--- config.mk ---
export PLATFORM = sky130hd
export DESIGN_NAME = pixelCompositor
export DESIGN_NICKNAME = d
export VERILOG_FILES = /design/src/pacRenderPkg.sv /design/src/pixelCompositor.sv
export SDC_FILE = /design/constraint.sdc
export NUM_CORES = 1
export LEC_CHECK = 0
export ABC_AREA = 0
export BUFFER_PORTS_ARGS = -buffer_cell sky130_fd_sc_hd__buf_4
export CORE_UTILIZATION = 28
export DETAILED_ROUTE_END_ITERATION = 7
export HOLD_SLACK_MARGIN = 0.05
export PLACE_DENSITY = 0.55
export SETUP_SLACK_MARGIN = 0.1
export SLEW_MARGIN = 20
export SYNTH_ARGS = -nofsm -noshare
export SYNTH_HDL_FRONTEND = slang
export SYNTH_SLANG_ARGS = --single-unit
export TNS_END_PERCENT = 50
--- constraint.sdc ---
create_clock -name Clk -period 2.7 [get_ports Clk]
set_input_delay 0.135 -clock Clk [delete_from_list [all_inputs] [get_ports Clk]]
set_output_delay 0.135 -clock Clk [all_outputs]
set_load 0.01 [all_outputs]
--- src/pacRenderPkg.sv ---
// pacRender shared definitions
// widths, entity and class codes, sprite sheet tile layout, fixed colors
package pacRenderPkg;

	// ------------------------------------------------------------
	// widths and sizes
	// ------------------------------------------------------------
	localparam int tileSize  = 16;   // sprite tile edge in pixels
	localparam int tileBits  = 4;    // coordinate inside a tile
	localparam int sheetDim  = 128;  // sheet edge, 8x8 tiles
	localparam int mazeDim   = 128;  // maze picture edge
	localparam int coordBits = 7;    // sheet or maze coordinate
	localparam int addrBits  = 14;   // row * 128 + column
	localparam int colorBits = 24;   // packed RGB
	localparam int frameBits = 4;    // animation frame count

	localparam int tileIdxBits = coordBits - tileBits;  // tile row/col index

	// ------------------------------------------------------------
	// codes
	// ------------------------------------------------------------
	typedef enum logic [2:0] {
		entNone       = 3'd0,
		entPlayer     = 3'd1,
		entBackground = 3'd2,
		entBlinky     = 3'd3,
		entPinky      = 3'd4,
		entInky       = 3'd5,
		entClyde      = 3'd6,
		entPellet     = 3'd7
	} entityT;

	typedef enum logic [1:0] {
		dirUp,
		dirLeft,
		dirDown,
		dirRight
	} dirT;

	// how stage 3 builds the final color
	typedef enum logic [1:0] {
		clsSprite,   // sheet texel over maze texel
		clsMaze,     // maze texel only
		clsPellet,   // fixed pellet color
		clsBlack
	} classT;

	// ------------------------------------------------------------
	// tile layout and colors
	// ------------------------------------------------------------
	localparam int playerClosedCol = 0;  // one closed pose for all directions
	localparam int playerClosedRow = 0;
	localparam int playerWideCol   = 4;  // cols 4..7 in dirT order
	localparam int playerWideRow   = 0;
	localparam int playerHalfRow   = 1;  // half-open shares cols 4..7
	localparam int ghostBaseRow    = 2;  // ghost n on row 2+n
	localparam int ghostPoseBCol   = 4;  // pose A in cols 0..3, pose B in 4..7

	localparam logic [colorBits-1:0] pelletColor      = 24'hfab9b0;
	localparam logic [colorBits-1:0] transparentColor = '0;  // black texel

endpackage

--- src/pixelCompositor.sv ---
`timescale 1ns/1ps
// pacRender stage 3
// picks the final RGB value from the pixel class and the two texels
module pixelCompositor (
	input  logic                              Clk,
	input  logic                              reset,
	input  logic                              inValid,
	input  pacRenderPkg::classT               pixelClass,
	input  logic [pacRenderPkg::colorBits-1:0] sheetTexel,
	input  logic [pacRenderPkg::colorBits-1:0] mazeTexel,
	output logic                              outValid,
	output logic [pacRenderPkg::colorBits-1:0] outColor
);
	import pacRenderPkg::*;

	logic [colorBits-1:0] colorNext;
	logic                 sheetClear;  // black texel shows maze

	assign sheetClear = (sheetTexel == transparentColor);

	always_comb
	begin
		unique case (pixelClass)
			clsSprite: colorNext = sheetClear ? mazeTexel : sheetTexel;
			clsMaze:   colorNext = mazeTexel;
			clsPellet: colorNext = pelletColor;
			default:   colorNext = '0;  // clsBlack
		endcase
	end

	// ------------------------------------------------------------
	// output register
	// ------------------------------------------------------------
	always_ff @(posedge Clk)
	begin
		if (reset)
			outValid <= 1'b0;
		else
			outValid <= inValid;
	end

	always_ff @(posedge Clk)
	begin
		outColor <= colorNext;
	end

	// a valid pixel carries a defined class
	classKnown: assert property (@(posedge Clk) disable iff (reset)
		inValid |-> !$isunknown(pixelClass));

endmodule

==> results of run 1 <==
-- power breakdown --
group / internal (uW) / leakage, uW / switching, uW / total (uW)
Clock: 105 / 0.0000228 / 117 / 222
Sequential: 397 / 0.000210 / 8.98 / 406
Combinational: 112 / 0.000641 / 87.6 / 199
-- synth_stat cells --
| cell | n |
|---|---|
| dfxtp_1 | 25 |
| a211oi_1 | 4 |
| o311ai_0 | 1 |
| nor2_4 | 1 |
| nand4_1 | 4 |
| and4_1 | 1 |
| o32ai_2 | 10 |
| nor2_1 | 13 |
| clkbuf_1 | 7 |
| nor2b_1 | 1 |
| buf_6 | 2 |
| buf_4 | 1 |
| and3_1 | 10 |
| or4_4 | 2 |
| a21oi_2 | 1 |
| nor4_1 | 4 |
| inv_1 | 14 |
| nand2_1 | 4 |
| o32ai_1 | 1 |
| a221o_1 | 5 |
| buf_2 | 1 |
| nor3_1 | 4 |
| nand3_1 | 3 |
| a21oi_1 | 7 |
-- cell families (layout without fill, tap and decap cells) --
family | Yosys count | count (layout)
and+or+nand+nor | 47 | 47
AOI/OAI and AO/OA | 29 | 29
DFF | 25 | 25
buffers and inverters | 25 | 96
-- placed cells by master (no fill, tap or decap) --
master / count
a211oi_1: 4
a21oi_1: 7
a21oi_2: 1
a221o_1: 5
and3_1: 10
and4_1: 1
buf_4: 77
clkbuf_1: 1
clkbuf_8: 3
dfxtp_1: 25
dlygate4sd3_1: 1
inv_1: 14
nand2_1: 4
nand3_1: 3
nand4_1: 4
nor2_1: 13
nor2_4: 1
nor2b_1: 1
nor3_1: 4
nor4_1: 4
o311ai_0: 1
o32ai_1: 1
o32ai_2: 10
or4_4: 2
-- per-layer routing --
layer,up-vias,share of wire [%],track usage (%)
met5,-,0,0
met4,0,0.70,5.59
met2,38,50,26.9
met1,581,43,18.9
met3,2,5.9,2.91
li1,604,-,-
-- layout make-up --
class	instances	area share [%]
well taps	50	3.45
repair buffers	78	32.4
clock buffers	4	2.48
inverters	14	2.90
multi-input cells	76	31.1
flip-flops and latches	25	27.6
-- worst max-delay path, delay by kind of cell --
kind	cells	cell delay (ps)
and+or+nand+nor	2	960
buffers and inverters	1	110
AOI/OAI and AO/OA	2	610
-- final timing paths --
kind	endpoint
setup / recovery	outColor[19]$_DFF_P_
hold / removal	outValid$_SDFF_PP0_
-- metrics by stage --
stage          setup slack [ps]  area, um^2  cells  total power, uW  util [%]
5_1_grt                     969        1810    247              869      45.0
3_5_place_dp                791        1760    242              615      43.6
3_3_place_gp                832        1760    242              613      43.6
6_report                   1060        1810    247              828      45.0
4_1_cts                    1090        1810    247              838      45.0
2_1_floorplan              1390        1180    126              495         -
-- sequential cells by signal, summed over array words and instances (netlist names) --
name	flops
outColor	24
outValid	1
==> summary.md, run 1 <==
| Metric | Value |
|---|---|
| Antenna Violating Nets Remaining | `0` |
| Crit Path Max Fanout | `14` |
| FMAX | `610 MHz` |
| Ranking of synthesized cells by area | `dfxtp_1 (42%), o32ai_2 (14%), and3_1 (5.3%), inv_1 (4.5%), a221o_1 (4.2%)` |
| CP Cell Sequence | `buf_4 -> nor4_1 -> and4_1 -> a21oi_2 -> o32ai_2` |
| Drt via density | `4.96` |
| Hold_ws | `77.7 ps` |
| Min-delay src | `inValid` |
| Final net count | `251` |
| Multi-input combinational cell area | `564 um^2` |
| # rows | `23` |
| PwrDens | `457 nW/um^2` |
| Total wire length | `3.57 mm` |
| Initial antenna violation count | `0` |
| Simple-Gate Fraction of Synth Area | `22.1%` |
| Synth area leader | `dfxtp_1` |
| Area Growth Syn to Fin | `53.8%` |
| Max Cap Viol | `0` |
| CP max-delay cell | `and4_1` |
| Synth top area share | `42.5%` |
| Largest family of logic cells by synthesized area | `compound AO/OA/AOI/OAI gates` |
| First-pass GRT wire length | `5.10 mm` |
| Drc violations | `0` |
| Full die area | `4470 um^2` |
| Final HPWL DP | `2.72 mm` |
| Gate Count Post-Synth | `126` |
| Clock transition at the registers of the reported paths | `80 ps` |
| Required @ worst endpoint | `2880 ps` |
| Leakage power | `0.000874 uW` |
| Final Setup Violations | `0` |
| Final setup TNS | `0 ps` |
| Post-synthesis compound-gate area fraction | `25.8%` |
| Maximum vdd drop | `207 uV` |
| Die X | `66.9 um` |
| Crit Path Class | `in -> reg` |
| Routability Congestion | `0.750` |
| Cts hold-fix bufs | `1` |
| Post-synthesis xor/xnor area fraction | `0%` |
| Via Count | `1225` |
| CP startpoint | `sheetTexel[12]` |
| Synth Area in Adders | `0%` |
| Outcome | `complete, no violations` |
| CP Launch Type | `input pin` |
| Hold path cells | `2` |
| Mux contribution to synthesized area | `0%` |
| Max_slew headroom | `47.7%` |
| Die Ht | `66.9 um` |
| Cell variety after synth | `24` |
| TritonCTS buffer count | `3` |
| Drt pass-1 iters | `4` |
| Synthesis-stage register bit count | `25` |
| WL per Instance | `14.5 um` |
| Core ar. | `4030 um^2` |
| Synthesized area | `1180 um^2` |
| Post-synthesis net count | `179` |
| Synthesis warning total | `0` |
| Total GRT Usage | `15.5%` |
| GRT overflow | `0` |
| Ports | `78` |
| Syn Area/Cell | `9.35 um^2` |
| Postcts setup bufs | `0` |
| DR iter-0 viols | `89` |
| Antenna diodes | `0` |
| Port Buffers | `77` |
| Initial Util | `29.3%` |
| Sink Count | `25` |
| Fill cells | `425` |
| Max clock buf depth | `2` |
| Pin count of the biggest net entering global routing | `30` |
| Final count of pins violating max slew | `0` |
| Share of layout cells above drive strength 1 | `47.7%` |
| Slowest stage delay, CP | `600 ps` |
| Vias in the first global route | `1100` |
| Minimum clock period | `1640 ps` |
| WP data arrival | `1820 ps` |
| Register area share after synthesis | `42.5%` |
| Reg area | `500 um^2` |
| Tightest Hold Check Type | `in -> reg` |
| # H-tree levels | `1` |
| CTS tree | `done` |
| Post-CTS Resized | `0` |
| Unrepaired setup endpoints after global routing | `no` |
| Final Hold Viols | `0` |
| Worst Setup End Kind | `flop` |
| Final period utilization | `60.8%` |
| Root buf cell | `clkbuf_8` |
| Worst-Margin Slew | `785 ps` |
Power figures use the tool's default switching activity.
==> run 2: changes to the inputs <==
==> constraint.sdc (replaced) <==
create_clock -name Clk -period 1.7 [get_ports Clk]
set_input_delay 0.085 -clock Clk [delete_from_list [all_inputs] [get_ports Clk]]
set_output_delay 0.085 -clock Clk [all_outputs]
set_load 0.01 [all_outputs]
==> run 2 against run 1 <==
Effect of this change: non-clock buffer count up 10; clock-buffer cell count unchanged; sequential share of layout area down 1.4 points; utilization up 2.4 points; setup slack worse by 560 ps; die area unchanged; via count up 5.4%; critical endpoint is now outColor[5]$_DFF_P_; largest power group unchanged.
==> summary.md, run 2 (synthesized netlist as in run 1, its figures left out) <==
| Metric | Value |
|---|---|
| Outcome | `complete, no violations` |
| Final count of pins violating max slew | `0` |
| Initial antenna violation count | `0` |
| Cts hold-fix bufs | `9` |
| Total GRT Usage | `16.1%` |
| FMAX | `834 MHz` |
| Postcts setup bufs | `0` |
| Final setup TNS | `0 ps` |
| Max reg flops | `24` |
| Antenna diodes | `0` |
| Die X | `66.9 um` |
| # H-tree levels | `1` |
| Ports | `78` |
| Worst Path Buf+Inv | `1` |
| Most common cell after layout, fill and taps aside | `buf_4` |
| Drt pass-1 iters | `4` |
| Area Growth Syn to Fin | `61.9%` |
| Largest regs | `outColor x24, outValid x1` |
| Max clock buf depth | `2` |
| Total wire length | `3.67 mm` |
| Clock transition at the registers of the reported paths | `90 ps` |
| Biggest register | `outColor` |
| First-pass GRT wire length | `5.41 mm` |
| Final worst setup slack | `501 ps` |
| Drc violations | `0` |
| Port Buffers | `77` |
| CP Launch Type | `input pin` |
| Initial Util | `29.3%` |
| Dpl ws | `192 ps` |
| WP data arrival | `1380 ps` |
| Worst Setup End Kind | `flop` |
| Drt via density | `5.02` |
| Slowest stage delay, CP | `350 ps` |
| Crit Path Max Fanout | `11` |
| Max_slew headroom | `49.8%` |
| TritonCTS buffer count | `3` |
| Die Ht | `66.9 um` |
| Final Hold Viols | `0` |
| Final Total Pwr | `1330 uW` |
| Minimum clock period | `1200 ps` |
| Worst-Margin Slew | `753 ps` |
| Vias in the first global route | `1202` |
| Unrepaired setup endpoints after global routing | `no` |
| Final net count | `261` |
| Final HPWL DP | `2.74 mm` |
| Max Cap Viol | `0` |
| Crit Path Class | `in -> reg` |
| Leakage power | `0.000920 uW` |
| Full die area | `4470 um^2` |
| CP Cell Sequence | `buf_4 -> nor4_1 -> and4_1 -> a21oi_2 -> o32ai_1` |
| Commonest non-fill, non-tap cells in the layout | `buf_4 (79), dfxtp_1 (25), inv_1 (14)` |
| Final period utilization | `70.5%` |
| Share of layout cells above drive strength 1 | `46.4%` |
| Tightest Hold Check Type | `in -> reg` |
| GRT overflow | `0` |
| WL per Instance | `14.3 um` |
| Core ar. | `4030 um^2` |
| Post-CTS Resized | `0` |
| Antenna Violating Nets Remaining | `0` |
| Via Count | `1291` |
| Maximum vdd drop | `253 uV` |
| PwrDens | `699 nW/um^2` |
| Required @ worst endpoint | `1880 ps` |
| Pin count of the biggest net entering global routing | `30` |
| Root buf cell | `clkbuf_8` |
| CTS tree | `done` |
| Routability Congestion | `0.795` |
| CP max-delay cell | `and4_1` |
| Final Setup Violations | `0` |
| DR iter-0 viols | `64` |
| Top delay family on crit path | `simple AND/OR/NAND/NOR gates` |
| # rows | `23` |
| Sink Count | `25` |
==> run 2: cell count changes in the layout (fill, tap and decap cells not counted), sizes merged <==
cell / before / now
buf: 77 / 79
dlygate4sd3: 1 / 9
==> run 2: cell type report <==
type,count,area (um^2)
Sequential cell,25,500
Timing Repair Buffer,88,683
Fill cell,412,2120
Multi-Input combinational cell,76,564
Tap cell,50,62.6
Clock buffer,4,45.0
Inverter,14,52.6
==> run 2: metrics by stage <==
stage	utilization, %	area (um^2)	cells	hold WS (ps)
2_1_floorplan	-	1180	126	157
5_1_grt	47.4	1910	257	61.5
3_3_place_gp	44.0	1770	244	242
4_1_cts	47.4	1910	257	53.6
3_5_place_dp	44.0	1770	244	245
6_report	47.4	1910	257	55.0
==> run 2: metal layers <==
layer | GRT usage (%) | share of wire, % | vias to the layer above
li1 | - | - | 624
met1 | 19.6 | 42 | 610
met2 | 27.3 | 49 | 51
met3 | 3.25 | 7.0 | 6
met4 | 6.38 | 1.6 | 0
met5 | 0 | 0 | -
==> run 2: worst paths after layout <==
check                   end      startpoint  slack [ps]  depth (start not counted)
min    outColor[13]$_DFF_P_   mazeTexel[13]          50                          3
max     outColor[5]$_DFF_P_  sheetTexel[18]         500                          5
==> run 2: tightest hold or removal path: cells and delay by family <==
kind / cells / cell delay, ps
compound gates: 1 / 50
buf+inv: 1 / 90
simple gates: 1 / 70
==> run 2: power by group <==
part | total, uW | leakage, uW | internal (uW) | switching (uW)
Combinational | 332 | 0.000687 | 190 | 143
Clock | 357 | 0.0000228 | 168 | 189
Sequential | 645 | 0.000210 | 631 | 13.6
