**src/pacRenderPkg.sv**
```systemverilog
// pacRender shared definitions
// widths, entity and class codes, sprite sheet tile layout, fixed colors
package pacRenderPkg;

	// ------------------------------------------------------------
	// widths and sizes
	// ------------------------------------------------------------
	localparam int tileSize  = 16;   // sprite tile edge in pixels
	localparam int tileBits  = 4;    // coordinate inside a tile
	localparam int sheetDim  = 128;  // sheet edge, 8x8 tiles
	localparam int mazeDim   = 128;  // maze picture edge
	localparam int coordBits = 7;    // sheet or maze coordinate
	localparam int addrBits  = 14;   // row * 128 + column
	localparam int colorBits = 24;   // packed RGB
	localparam int frameBits = 4;    // animation frame count

	localparam int tileIdxBits = coordBits - tileBits;  // tile row/col index

	// ------------------------------------------------------------
	// codes
	// ------------------------------------------------------------
	typedef enum logic [2:0] {
		entNone       = 3'd0,
		entPlayer     = 3'd1,
		entBackground = 3'd2,
		entBlinky     = 3'd3,
		entPinky      = 3'd4,
		entInky       = 3'd5,
		entClyde      = 3'd6,
		entPellet     = 3'd7
	} entityT;

	typedef enum logic [1:0] {
		dirUp,
		dirLeft,
		dirDown,
		dirRight
	} dirT;

	// how stage 3 builds the final color
	typedef enum logic [1:0] {
		clsSprite,   // sheet texel over maze texel
		clsMaze,     // maze texel only
		clsPellet,   // fixed pellet color
		clsBlack
	} classT;

	// ------------------------------------------------------------
	// tile layout and colors
	// ------------------------------------------------------------
	localparam int playerClosedCol = 0;  // one closed pose for all directions
	localparam int playerClosedRow = 0;
	localparam int playerWideCol   = 4;  // cols 4..7 in dirT order
	localparam int playerWideRow   = 0;
	localparam int playerHalfRow   = 1;  // half-open shares cols 4..7
	localparam int ghostBaseRow    = 2;  // ghost n on row 2+n
	localparam int ghostPoseBCol   = 4;  // pose A in cols 0..3, pose B in 4..7

	localparam logic [colorBits-1:0] pelletColor      = 24'hfab9b0;
	localparam logic [colorBits-1:0] transparentColor = '0;  // black texel

endpackage

```
**src/spriteAddrGen.sv**
```systemverilog
`timescale 1ns/1ps
// pacRender stage 1
// animation frame count, sprite tile selection, registered sheet and maze addresses
module spriteAddrGen (
	input  logic                              Clk,
	input  logic                              reset,
	input  logic                              pixelValid,
	input  pacRenderPkg::entityT              entity,
	input  pacRenderPkg::dirT                 direction,
	input  logic [pacRenderPkg::tileBits-1:0]  spriteX,
	input  logic [pacRenderPkg::tileBits-1:0]  spriteY,
	input  logic [pacRenderPkg::coordBits-1:0] mazeX,
	input  logic [pacRenderPkg::coordBits-1:0] mazeY,
	input  logic                              frameTick,
	output logic [pacRenderPkg::addrBits-1:0]  sheetAddr,
	output logic [pacRenderPkg::addrBits-1:0]  mazeAddr,
	output logic                              stage1Valid,
	output pacRenderPkg::classT               stage1Class
);
	import pacRenderPkg::*;

	logic [frameBits-1:0]   frameCount;     // animation phase
	logic                   playerClosed;   // counts 0..3
	logic                   playerWide;     // counts 8..12
	logic                   ghostPoseA;     // counts 0..3 and 8..11
	logic [tileIdxBits-1:0] tileCol;
	logic [tileIdxBits-1:0] tileRow;
	logic [coordBits-1:0]   sheetX;
	logic [coordBits-1:0]   sheetY;
	logic [addrBits-1:0]    sheetAddrNext;
	logic [addrBits-1:0]    mazeAddrNext;
	classT                  pixClass;

	// ------------------------------------------------------------
	// frame count
	// ------------------------------------------------------------
	always_ff @(posedge Clk)
	begin
		if (reset)
			frameCount <= '0;
		else if (frameTick)
			frameCount <= frameCount + 1'b1;  // wraps after 16 ticks
	end

	assign playerClosed = (frameCount <= frameBits'(3));
	assign playerWide   = (frameCount >= frameBits'(8)) && (frameCount <= frameBits'(12));
	assign ghostPoseA   = ~frameCount[2];  // bit 2 low in 0..3 and 8..11

	// ------------------------------------------------------------
	// tile pick and class
	// ------------------------------------------------------------
	always_comb
	begin
		tileCol  = tileIdxBits'(playerClosedCol);
		tileRow  = tileIdxBits'(playerClosedRow);
		pixClass = clsBlack;
		unique case (entity)
			entPlayer:
			begin
				pixClass = clsSprite;
				if (playerClosed)
				begin
					tileCol = tileIdxBits'(playerClosedCol);  // same for all directions
					tileRow = tileIdxBits'(playerClosedRow);
				end
				else if (playerWide)
				begin
					tileCol = tileIdxBits'(playerWideCol) + tileIdxBits'(direction);
					tileRow = tileIdxBits'(playerWideRow);
				end
				else
				begin
					tileCol = tileIdxBits'(playerWideCol) + tileIdxBits'(direction);
					tileRow = tileIdxBits'(playerHalfRow);  // half-open
				end
			end
			entBlinky, entPinky, entInky, entClyde:
			begin
				pixClass = clsSprite;
				tileRow  = tileIdxBits'(ghostBaseRow) + tileIdxBits'(entity - entBlinky);
				if (ghostPoseA)
					tileCol = tileIdxBits'(direction);
				else
					tileCol = tileIdxBits'(ghostPoseBCol) + tileIdxBits'(direction);
			end
			entBackground: pixClass = clsMaze;
			entPellet:     pixClass = clsPellet;
			default:       pixClass = clsBlack;  // entNone
		endcase
	end

	// tile origin plus offset inside the tile
	assign sheetX = coordBits'(tileCol * tileSize) + coordBits'(spriteX);
	assign sheetY = coordBits'(tileRow * tileSize) + coordBits'(spriteY);

	assign sheetAddrNext = (pixClass == clsSprite) ?
		addrBits'(sheetY) * addrBits'(sheetDim) + addrBits'(sheetX) : '0;
	assign mazeAddrNext = (pixClass == clsSprite || pixClass == clsMaze) ?
		addrBits'(mazeY) * addrBits'(mazeDim) + addrBits'(mazeX) : '0;  // zero for pellet/black

	// ------------------------------------------------------------
	// stage 1 registers
	// ------------------------------------------------------------
	always_ff @(posedge Clk)
	begin
		if (reset)
			stage1Valid <= 1'b0;
		else
			stage1Valid <= pixelValid;
	end

	always_ff @(posedge Clk)
	begin
		sheetAddr   <= sheetAddrNext;
		mazeAddr    <= mazeAddrNext;
		stage1Class <= pixClass;
	end

	// count stays defined once out of reset
	frameCountKnown: assert property (@(posedge Clk) disable iff (reset)
		!$isunknown(frameCount));

endmodule

```
**config.mk**
```make
export PLATFORM = sky130hd
export DESIGN_NAME = spriteAddrGen
export DESIGN_NICKNAME = d
export VERILOG_FILES = /design/src/pacRenderPkg.sv /design/src/spriteAddrGen.sv
export SDC_FILE = /design/constraint.sdc
export NUM_CORES = 1
export LEC_CHECK = 0
export BUFFER_PORTS_ARGS = -buffer_cell sky130_fd_sc_hd__clkbuf_2
export CORE_MARGIN = 1.5
export CORE_UTILIZATION = 25
export DETAILED_ROUTE_END_ITERATION = 8
export MAX_ROUTING_LAYER = met4
export SLEW_MARGIN = 20
export SYNTH_ARGS = -nofsm -noshare
export SYNTH_HDL_FRONTEND = slang
export SYNTH_SLANG_ARGS = --single-unit
```
**constraint.sdc**
```tcl
create_clock -name Clk -period 1.8 [get_ports Clk]
set_input_delay 0.54 -clock Clk [delete_from_list [all_inputs] [get_ports Clk]]
set_output_delay 0.54 -clock Clk [all_outputs]
set_load 0.02 [all_outputs]
```
==> results.toml, run 1 <==
[run_status]
outcome = "finished, final reports clean"

[placement]
place_inst = 226
placed_area_um2 = 1590
place_congestion = 0.768
dp_hpwl_um = 1810
io_buffer_count = 61

[cells_and_area]
antenna_cells = 0
utilization_pct = 38.2
layout-drive-gt1-share_pct = 44.0
layout.nets = 219
areaGrowthSynthToFinish_pct = 43.9
fin_area_um2 = 1710
fin_cells = 234

[route]
dr_total_vias = 942
drc = 0
avgViaCountPerCell = 4.03
postRouteAntennaNets = 0
first_pass_iters = 3
drt_iter0_drc = 30
wl_um = 2330
wl_per_cell_um = 9.94

[cts]
path_clk_slew_ps = 70
clk_latency_ps = 280
cts_max_path_buffers = 2
cts_htree_levels = 2
ctsRootBufferMaster = "clkbuf_8"
post_cts_resized = 0
postCtsSetupBuffers = 0
cts_buffers = 5
cts_tree = "done"
cts.sink_count = 35
ctsHoldBuffers = 0

[critical_path]
crit_type = "in2reg"
worstSetupEndpointType = "register"
critPathLaunchType = "input pin"
crit_fanout = 10
arrival_ps = 1850
required_ps = 1970

[floorplan]
dieArea_um2 = 5170
fp.dieW_um = 71.9
die-height_um = 71.9
ios = 62
core_area_um2 = 4470
rows = 24
start_util_pct = 26.5

[logic_synthesis]
avgSynthCellArea_um2 = 11.0
synth.yosys.warnings = 0
netlist_instances = 108
ys_seq_area_share_pct = 59.0
synth_flop_cell = "dfxtp_1"
syn_area_um2 = 1190
synthTopCellsByArea = "dfxtp_1, and2_1, ha_1, nand2_1, nor2_1"
synth-edff-count = 0
synth_most_common_cell = "dfxtp_1"
synthArstFlopShare_pct = 0
synth_top_cell_area_share_pct = 59.0
synth-seq-cells = 35
syn_nets = 146
synth_top_area_cell = "dfxtp_1"
synthTopCellsByCount = "dfxtp_1, and2_1, ha_1, nand2_1, nor2_1"
ys_types = 24

[pwr]
swShare_pct = 23.3
p_switching_mw = 0.421
power_frac_seq_pct = 46.9
ir_drop_mv = 0.342
power_density_nw_per_um2 = 1060
comb_power_share_pct = 13.9
internal-power_mw = 1.39
leakage_nw = 0.854
clkPwrFrac_pct = 39.2

[sta]
fmax_mhz = 596
hold_slack_ps = 454
drv_slew = 0
rsz0062_at_grt = "false"
slew_headroom_pct = 65.7
worstMarginPinSlew_ps = 514
layout_worst_path_cycle_share_pct = 93.1
fin_crit_ps = 1680
clock_skew_ps = 3.88
finalSetupViolCount = 0
final_hold_viol_count = 0

[global_route]
grt_pass1_wl_um = 3860
grt_max_degree = 16
grt_usage_pct = 10.2
grt_pass1_vias = 913
antenna_found_initial = 0
gr-total-overflow = 0

[run]
maxCapViolCount = 0

[min_path]
hold_path_class = "in2reg"
[area by class of cell]
class / instances / area (um^2)
multi-input cells: 67 / 457
inverters: 5 / 18.8
well taps: 52 / 65.1
clock inverters: 2 / 35.0
clock buffers: 6 / 82.6
repair buffers: 67 / 350
fillers: 460 / 2770
flip-flops and latches: 35 / 701
[placed cells by master, fill, tap and decap left out]
cell type	instances
and4_1	2
a22o_2	1
nor2_1	6
clkinv_2	1
nand3_1	1
or3_1	2
xor2_1	2
nand2_1	6
a21oi_1	3
mux2i_1	1
nand4_1	2
and2b_4	1
nor2b_1	3
bufinv_16	1
buf_4	6
xnor2_1	1
ha_1	7
inv_2	1
clkbuf_2	61
o21ai_0	2
and2_1	22
a21oi_2	1
inv_1	4
dfxtp_1	35
o21ai_1	2
a2111oi_2	1
clkbuf_8	6
nor3_1	1
[path summary, 6_finish.rpt]
path	start	to	slack, ps	depth (start not counted)
worst max-delay path	entity[0]	sheetAddr[4]$_SDFF_PP0_	120	6
worst min-delay path	mazeX[0]	mazeAddr[0]$_SDFF_PN0_	450	2
worst max register to register	frameCount[0]$_SDFFE_PP0P_	frameCount[1]$_SDFFE_PP0P_	790	4
worst min register to register	frameCount[2]$_SDFFE_PP0P_	sheetAddr[11]$_SDFF_PP0_	540	2
[critical path, stage by stage]
cell      delay [ps]
clkbuf_2         130
inv_1             80
ha_1             240
or3_1            390
a22o_2           280
and4_1           180
[registers in the layout, indices dropped and copies added, names as in the netlist]
name         count
frameCount       4
sheetAddr       14
mazeAddr        14
stage1Valid      1
stage1Class      2
[through the flow]
stage | TNS (ps) | setup WS, ps | total power [mW]
after floorplan | 0 | 61.1 | 1.01
after global placement | -2120 | -129 | 1.12
after detailed placement | -2310 | -187 | 1.12
after CTS | 0 | 119 | 1.83
after global routing | 0 | 49.8 | 1.90
final | 0 | 123 | 1.81
[cells by family (layout without fill, tap and decap cells)]
| logic type | Yosys count | in the layout | synth area share, % |
|---|---|---|---|
| xor+xnor | 3 | 3 | 2.21 |
| compound gates | 10 | 10 | 5.80 |
| mux | 1 | 1 | 0.843 |
| fa+ha+maj | 7 | 7 | 7.38 |
| buf+inv | 6 | 80 | 2.53 |
| simple gates | 46 | 46 | 22.2 |
| flops | 35 | 35 | 59.0 |
[per-layer routing]
metal | GRT usage [%] | wire length, um
met1 | 11.4 | 1070
met2 | 14.4 | 920
met3 | 5.28 | 272
met4 | 6.29 | 61
met5 | - | 0
[power by group through the flow]
stage,Sequential [mW],Clock [mW],Combinational [mW]
after floorplan,0.929,0,0.0841
after global routing,0.853,0.763,0.279
after detailed placement,0.865,0,0.254
final,0.847,0.709,0.251
after CTS,0.847,0.730,0.255
after global placement,0.865,0,0.253
Note: power is estimated with default switching activity, not from simulation.
==> run 2: changes to the inputs <==
- CORE_ASPECT_RATIO: unset -> 2
- clock period: 1.8 -> 1.5 ns (I/O delays scaled with it)
==> run 2 against run 1 <==
  * Power rose by 21%
  * Die area grew 0.48%
  * Sequential cell count unchanged
  * Design area grew 5.3%
  * Clock skew shrank 1.4 ps
  * First-iteration DRC count is 90% lower
==> results.toml, run 2 (same netlist as run 1, synthesis figures left out) <==
[cells_and_area]
areaGrowthSynthToFinish_pct = 51.6
layout-drive-gt1-share_pct = 49.5
layout.nets = 223
layout_commonest_cell = "clkbuf_2"
antenna_cells = 0
final_cell_mix = "clkbuf_2, dfxtp_1, and2_1"
reg_top3 = "mazeAddr (14), sheetAddr (14), frameCount (4)"
fin_cells = 241
fin_area_um2 = 1800

[min_path]
hold-path-endpoint = "sheetAddr[10]$_SDFF_PP0_"
hold_depth = 2
hp-start = "spriteY[3]"
hold_path_class = "in2reg"

[global_route]
grt_max_degree = 16
grt_pass1_wl_um = 3840
grt_pass1_vias = 919
antenna_found_initial = 0
grtUsageMet1_pct = 8.49
grtUsageMet2_pct = 18.8
gr-total-overflow = 0
busiest_layer = "met2"
grt_util_met3_pct = 3.26
grt_usage_pct = 10.2

[sta]
hold_slack_ps = 363
fin_crit_ps = 1460
setup_tns_ps = 0
rsz0062_at_grt = "false"
finalSetupViolCount = 0
fmax_mhz = 687
final_hold_viol_count = 0
layout_worst_path_cycle_share_pct = 97.1
slew_headroom_pct = 73.1
clock_skew_ps = 2.44
drv_slew = 0
worstMarginPinSlew_ps = 402

[floorplan]
core_area_um2 = 4600
rows = 35
dieArea_um2 = 5200
fp.dieW_um = 51.7
start_util_pct = 25.8
ios = 62
die-height_um = 100

[placement]
io_buffer_count = 61
dp_hpwl_um = 2030
place_inst = 232
place_congestion = 0.740
placed_area_um2 = 1660

[route]
avgViaCountPerCell = 4.15
first_pass_iters = 4
postRouteAntennaNets = 0
drc = 0
dr_total_vias = 999
wl_um = 2620
drt_iter0_drc = 3
wl_per_cell_um = 10.9

[cts]
postCtsSetupBuffers = 0
cts_htree_levels = 2
cts_buffers = 5
cts_max_path_buffers = 2
ctsHoldBuffers = 0
cts_tree = "done"
cts.sink_count = 35
clk_latency_ps = 280
path_clk_slew_ps = 70
ctsRootBufferMaster = "clkbuf_8"

[critical_path]
r2r_end = "frameCount[1]$_SDFFE_PP0P_"
critPathLaunchType = "input pin"
r2r_cells = 4
cp_top_family = "simple AND/OR/NAND/NOR gates"
cp_slowest_cell = "or3_4"
cp.depth = 6
worstSetupEndpointType = "register"
path_cells = "buf_4 > inv_2 > ha_4 > or3_4 > a22o_4 > and4_1"
regToRegStartpoint = "frameCount[0]$_SDFFE_PP0P_"
arrival_ps = 1630
timing.critical_path.buf_inv = 2
crit_type = "in2reg"
worst-r2r-setup-slack_ps = 470
required_ps = 1680
cpPeakStageDelay_ps = 400
crit_fanout = 5

[pwr]
power_mw = 2.18
power_density_nw_per_um2 = 1210
ir_drop_mv = 0.577
leakage_nw = 0.874

[run_status]
outcome = "finished, final reports clean"

[run]
maxCapViolCount = 0
[run 2: cell count changes in the layout (fill, tap and decap cells not counted), sizes merged]
cell,previous run,this run
a22o,1,2
clkbuf,67,64
buf,6,11
clkinv,1,2
[run 2: worst register-to-register path, stage by stage, from the launching register on]
cell,delay (ps)
dfxtp_1,400
inv_1,70
ha_1,280
mux2i_1,130
nor2_1,50
[run 2: cell type report]
cell class              count  area, um^2
fillers                   487        2800
clock buffers               5        68.8
inverters                   5        18.8
clock inverters             3        43.8
flip-flops and latches     35         701
well taps                  55        68.8
repair buffers             70         378
multi-input cells          68         522
[run 2: metrics by stage]
step | setup WS [ps] | util [%]
after floorplan | -108 | -
after global placement | -324 | 36.1
after detailed placement | -343 | 36.1
after CTS | 7.30 | 38.6
after global routing | 14.5 | 39.2
final | 43.8 | 39.2
[run 2: worst max path at each step]
stage                    from                       to  slack (ps)
finish              entity[0]  sheetAddr[5]$_SDFF_PP0_          40
global route        entity[0]   mazeAddr[5]$_SDFF_PN0_          10
CTS                 entity[0]  sheetAddr[5]$_SDFF_PP0_           7
detailed placement  entity[1]  sheetAddr[5]$_SDFF_PP0_        -340
global placement    entity[1]  sheetAddr[4]$_SDFF_PP0_        -320
floorplan           entity[1]  sheetAddr[4]$_SDFF_PP0_        -110
[run 2: timing repair]
action	4_1_cts	5_1_grt
gates resized for setup	2	6
pin swaps	1	1
endpoints found under the setup margin	10	11
gates cloned	0	1
[run 2: power by group]
| part | switching (mW) | internal, mW |
|---|---|---|
| logic | 0.186 | 0.153 |
| registers | 0.0214 | 0.995 |
| clock network | 0.333 | 0.494 |
| total | 0.540 | 1.64 |
[run 2: routing by layer]
| layer | wire [um] | part of all wire, % |
|---|---|---|
| met1 | 933 | 36 |
| met5 | 0 | 0 |
| met3 | 198 | 7.6 |
| met2 | 1450 | 55 |
| met4 | 34 | 1.3 |
==> run 3: changes to the inputs <==
- CORE_UTILIZATION: 25 -> 39
- PLACE_DENSITY: unset -> 0.73
- SKIP_LAST_GASP: unset -> 1
==> run 3 against run 2 <==
  * Critical path depth is the same
  * Setup slack lost 15 ps
  * Non-clock buffer count shrank 1
  * Sequential cell count is the same
  * Design area shrank 0.97%
  * Combinational power grew 1%
==> results.toml, run 3 (same netlist as run 1, synthesis figures left out) <==
[critical_path]
worstSetupEndpointType = "register"
crit_type = "in2reg"
arrival_ps = 1640
cpPeakStageDelay_ps = 400
crit_fanout = 5
r2r_cells = 4
cp_top_family = "simple AND/OR/NAND/NOR gates"
required_ps = 1670
timing.critical_path.buf_inv = 2
path_cells = "clkbuf_8 > inv_2 > ha_4 > or3_4 > a22o_4 > and4_1"
cp.depth = 6
critPathLaunchType = "input pin"
cp_slowest_cell = "or3_4"

[floorplan]
dieArea_um2 = 3400
start_util_pct = 40.3
fp.dieW_um = 42.0
die-height_um = 81.0
core_area_um2 = 2940
rows = 28
ios = 62

[sta]
layout_worst_path_cycle_share_pct = 98.1
hold_slack_ps = 368
fmax_mhz = 680
fin_crit_ps = 1470
clock_skew_ps = 0.729
finalSetupViolCount = 0
worstMarginPinSlew_ps = 320
slew_headroom_pct = 78.6
final_hold_viol_count = 0
rsz0062_at_grt = "false"
drv_slew = 0

[route]
avgViaCountPerCell = 4.70
drt_iter0_drc = 8
postRouteAntennaNets = 0
dr_total_vias = 1011
wl_per_cell_um = 11.3
wl_um = 2430
first_pass_iters = 4
drc = 0

[placement]
place_congestion = 0.763
io_buffer_count = 61
dp_hpwl_um = 1960

[min_path]
hold_path_class = "in2reg"
hold_depth = 2

[cts]
cts_buffers = 5
postCtsSetupBuffers = 0
clk_latency_ps = 280
cts_max_path_buffers = 2
ctsRootBufferMaster = "clkbuf_8"
cts_tree = "done"
path_clk_slew_ps = 70
cts.sink_count = 35
cts_htree_levels = 2

[cells_and_area]
layout.nets = 222
reg_top3 = "mazeAddr (14), sheetAddr (14), frameCount (4)"
layout-drive-gt1-share_pct = 48.6
final_cell_mix = "clkbuf_2, dfxtp_1, and2_1"
areaGrowthSynthToFinish_pct = 50.2
fillCellCount = 263
antenna_cells = 0
layout_commonest_cell = "clkbuf_2"

[global_route]
grt_pass1_wl_um = 4110
antenna_found_initial = 0
gr-total-overflow = 0
grt_pass1_vias = 1067
grt_usage_pct = 16.1
grt_max_degree = 16

[run]
maxCapViolCount = 0

[pwr]
power_density_nw_per_um2 = 1240
leakage_nw = 0.875
ir_drop_mv = 0.977
power_mw = 2.21

[run_status]
outcome = "finished, final reports clean"
-- run 3: cell types whose count changed in the layout (fill, tap and decap cells not counted), sizes merged --
cell	before	now
buf	11	9
clkinv	2	1
clkbuf	64	66
-- run 3: worst paths after layout --
| path | slack (ps) | end | start |
|---|---|---|---|
| worst max-delay path | 30 | sheetAddr[5]$_SDFF_PP0_ | entity[0] |
| worst max register to register | 430 | frameCount[1]$_SDFFE_PP0P_ | frameCount[0]$_SDFFE_PP0P_ |
| worst min-delay path | 370 | sheetAddr[3]$_SDFF_PP0_ | spriteX[3] |
| worst min register to register | 560 | sheetAddr[11]$_SDFF_PP0_ | frameCount[2]$_SDFFE_PP0P_ |
-- run 3: where the power goes --
group | switching [mW] | total, mW | internal, mW
sequential | 0.0215 | 1.02 | 0.996
clock | 0.309 | 0.846 | 0.537
combinational | 0.188 | 0.343 | 0.155
total | 0.518 | 2.21 | 1.69
-- run 3: per-stage QoR --
| step | cells | cell area [um^2] | utilization, % | setup TNS [ps] | worst slack, ps |
|---|---|---|---|---|---|
| global placement | 206 | 1620 | 55.0 | -6360 | -302 |
| detailed placement | 206 | 1620 | 55.0 | -7700 | -367 |
| floorplan | 108 | 1230 | - | -1190 | -108 |
| finish | 215 | 1780 | 60.6 | 0 | 28.6 |
| CTS | 215 | 1760 | 59.8 | 0 | 13.4 |
| global route | 215 | 1780 | 60.6 | 0 | 3.12 |
-- run 3: worst register-to-register path, delay by kind of cell (launching register included) --
family | cells | cell delay, ps
adders and majority gates | 1 | 300
buffers and inverters | 1 | 60
DFF | 1 | 390
muxes | 1 | 160
and+or+nand+nor | 1 | 60
-- run 3: layout make-up --
| cell class | instances | area (um^2) | area share [%] |
|---|---|---|---|
| Sequential cell | 35 | 701 | 39.3 |
| Multi-Input combinational cell | 68 | 532 | 29.8 |
| Timing Repair Buffer | 69 | 377 | 21.1 |
| Clock buffer | 6 | 82.6 | 4.63 |
| Tap cell | 30 | 37.5 | 2.11 |
| Clock inverter | 2 | 35.0 | 1.96 |
| Inverter | 5 | 18.8 | 1.05 |
-- run 3: repair_timing --
item,in CTS,in global routing
hold buffers,0,0
gates cloned,1,0
pin swaps,2,0
gates resized for setup,4,4
setup endpoints to repair,10,9
-- run 3: routing by layer --
| layer | wire (um) | track usage, % | up-vias |
|---|---|---|---|
| li1 | - | - | 502 |
| met1 | 771 | 12.3 | 461 |
| met2 | 1450 | 32.3 | 44 |
| met3 | 168 | 4.22 | 4 |
| met4 | 43 | 9.06 | 0 |
| met5 | 0 | - | - |
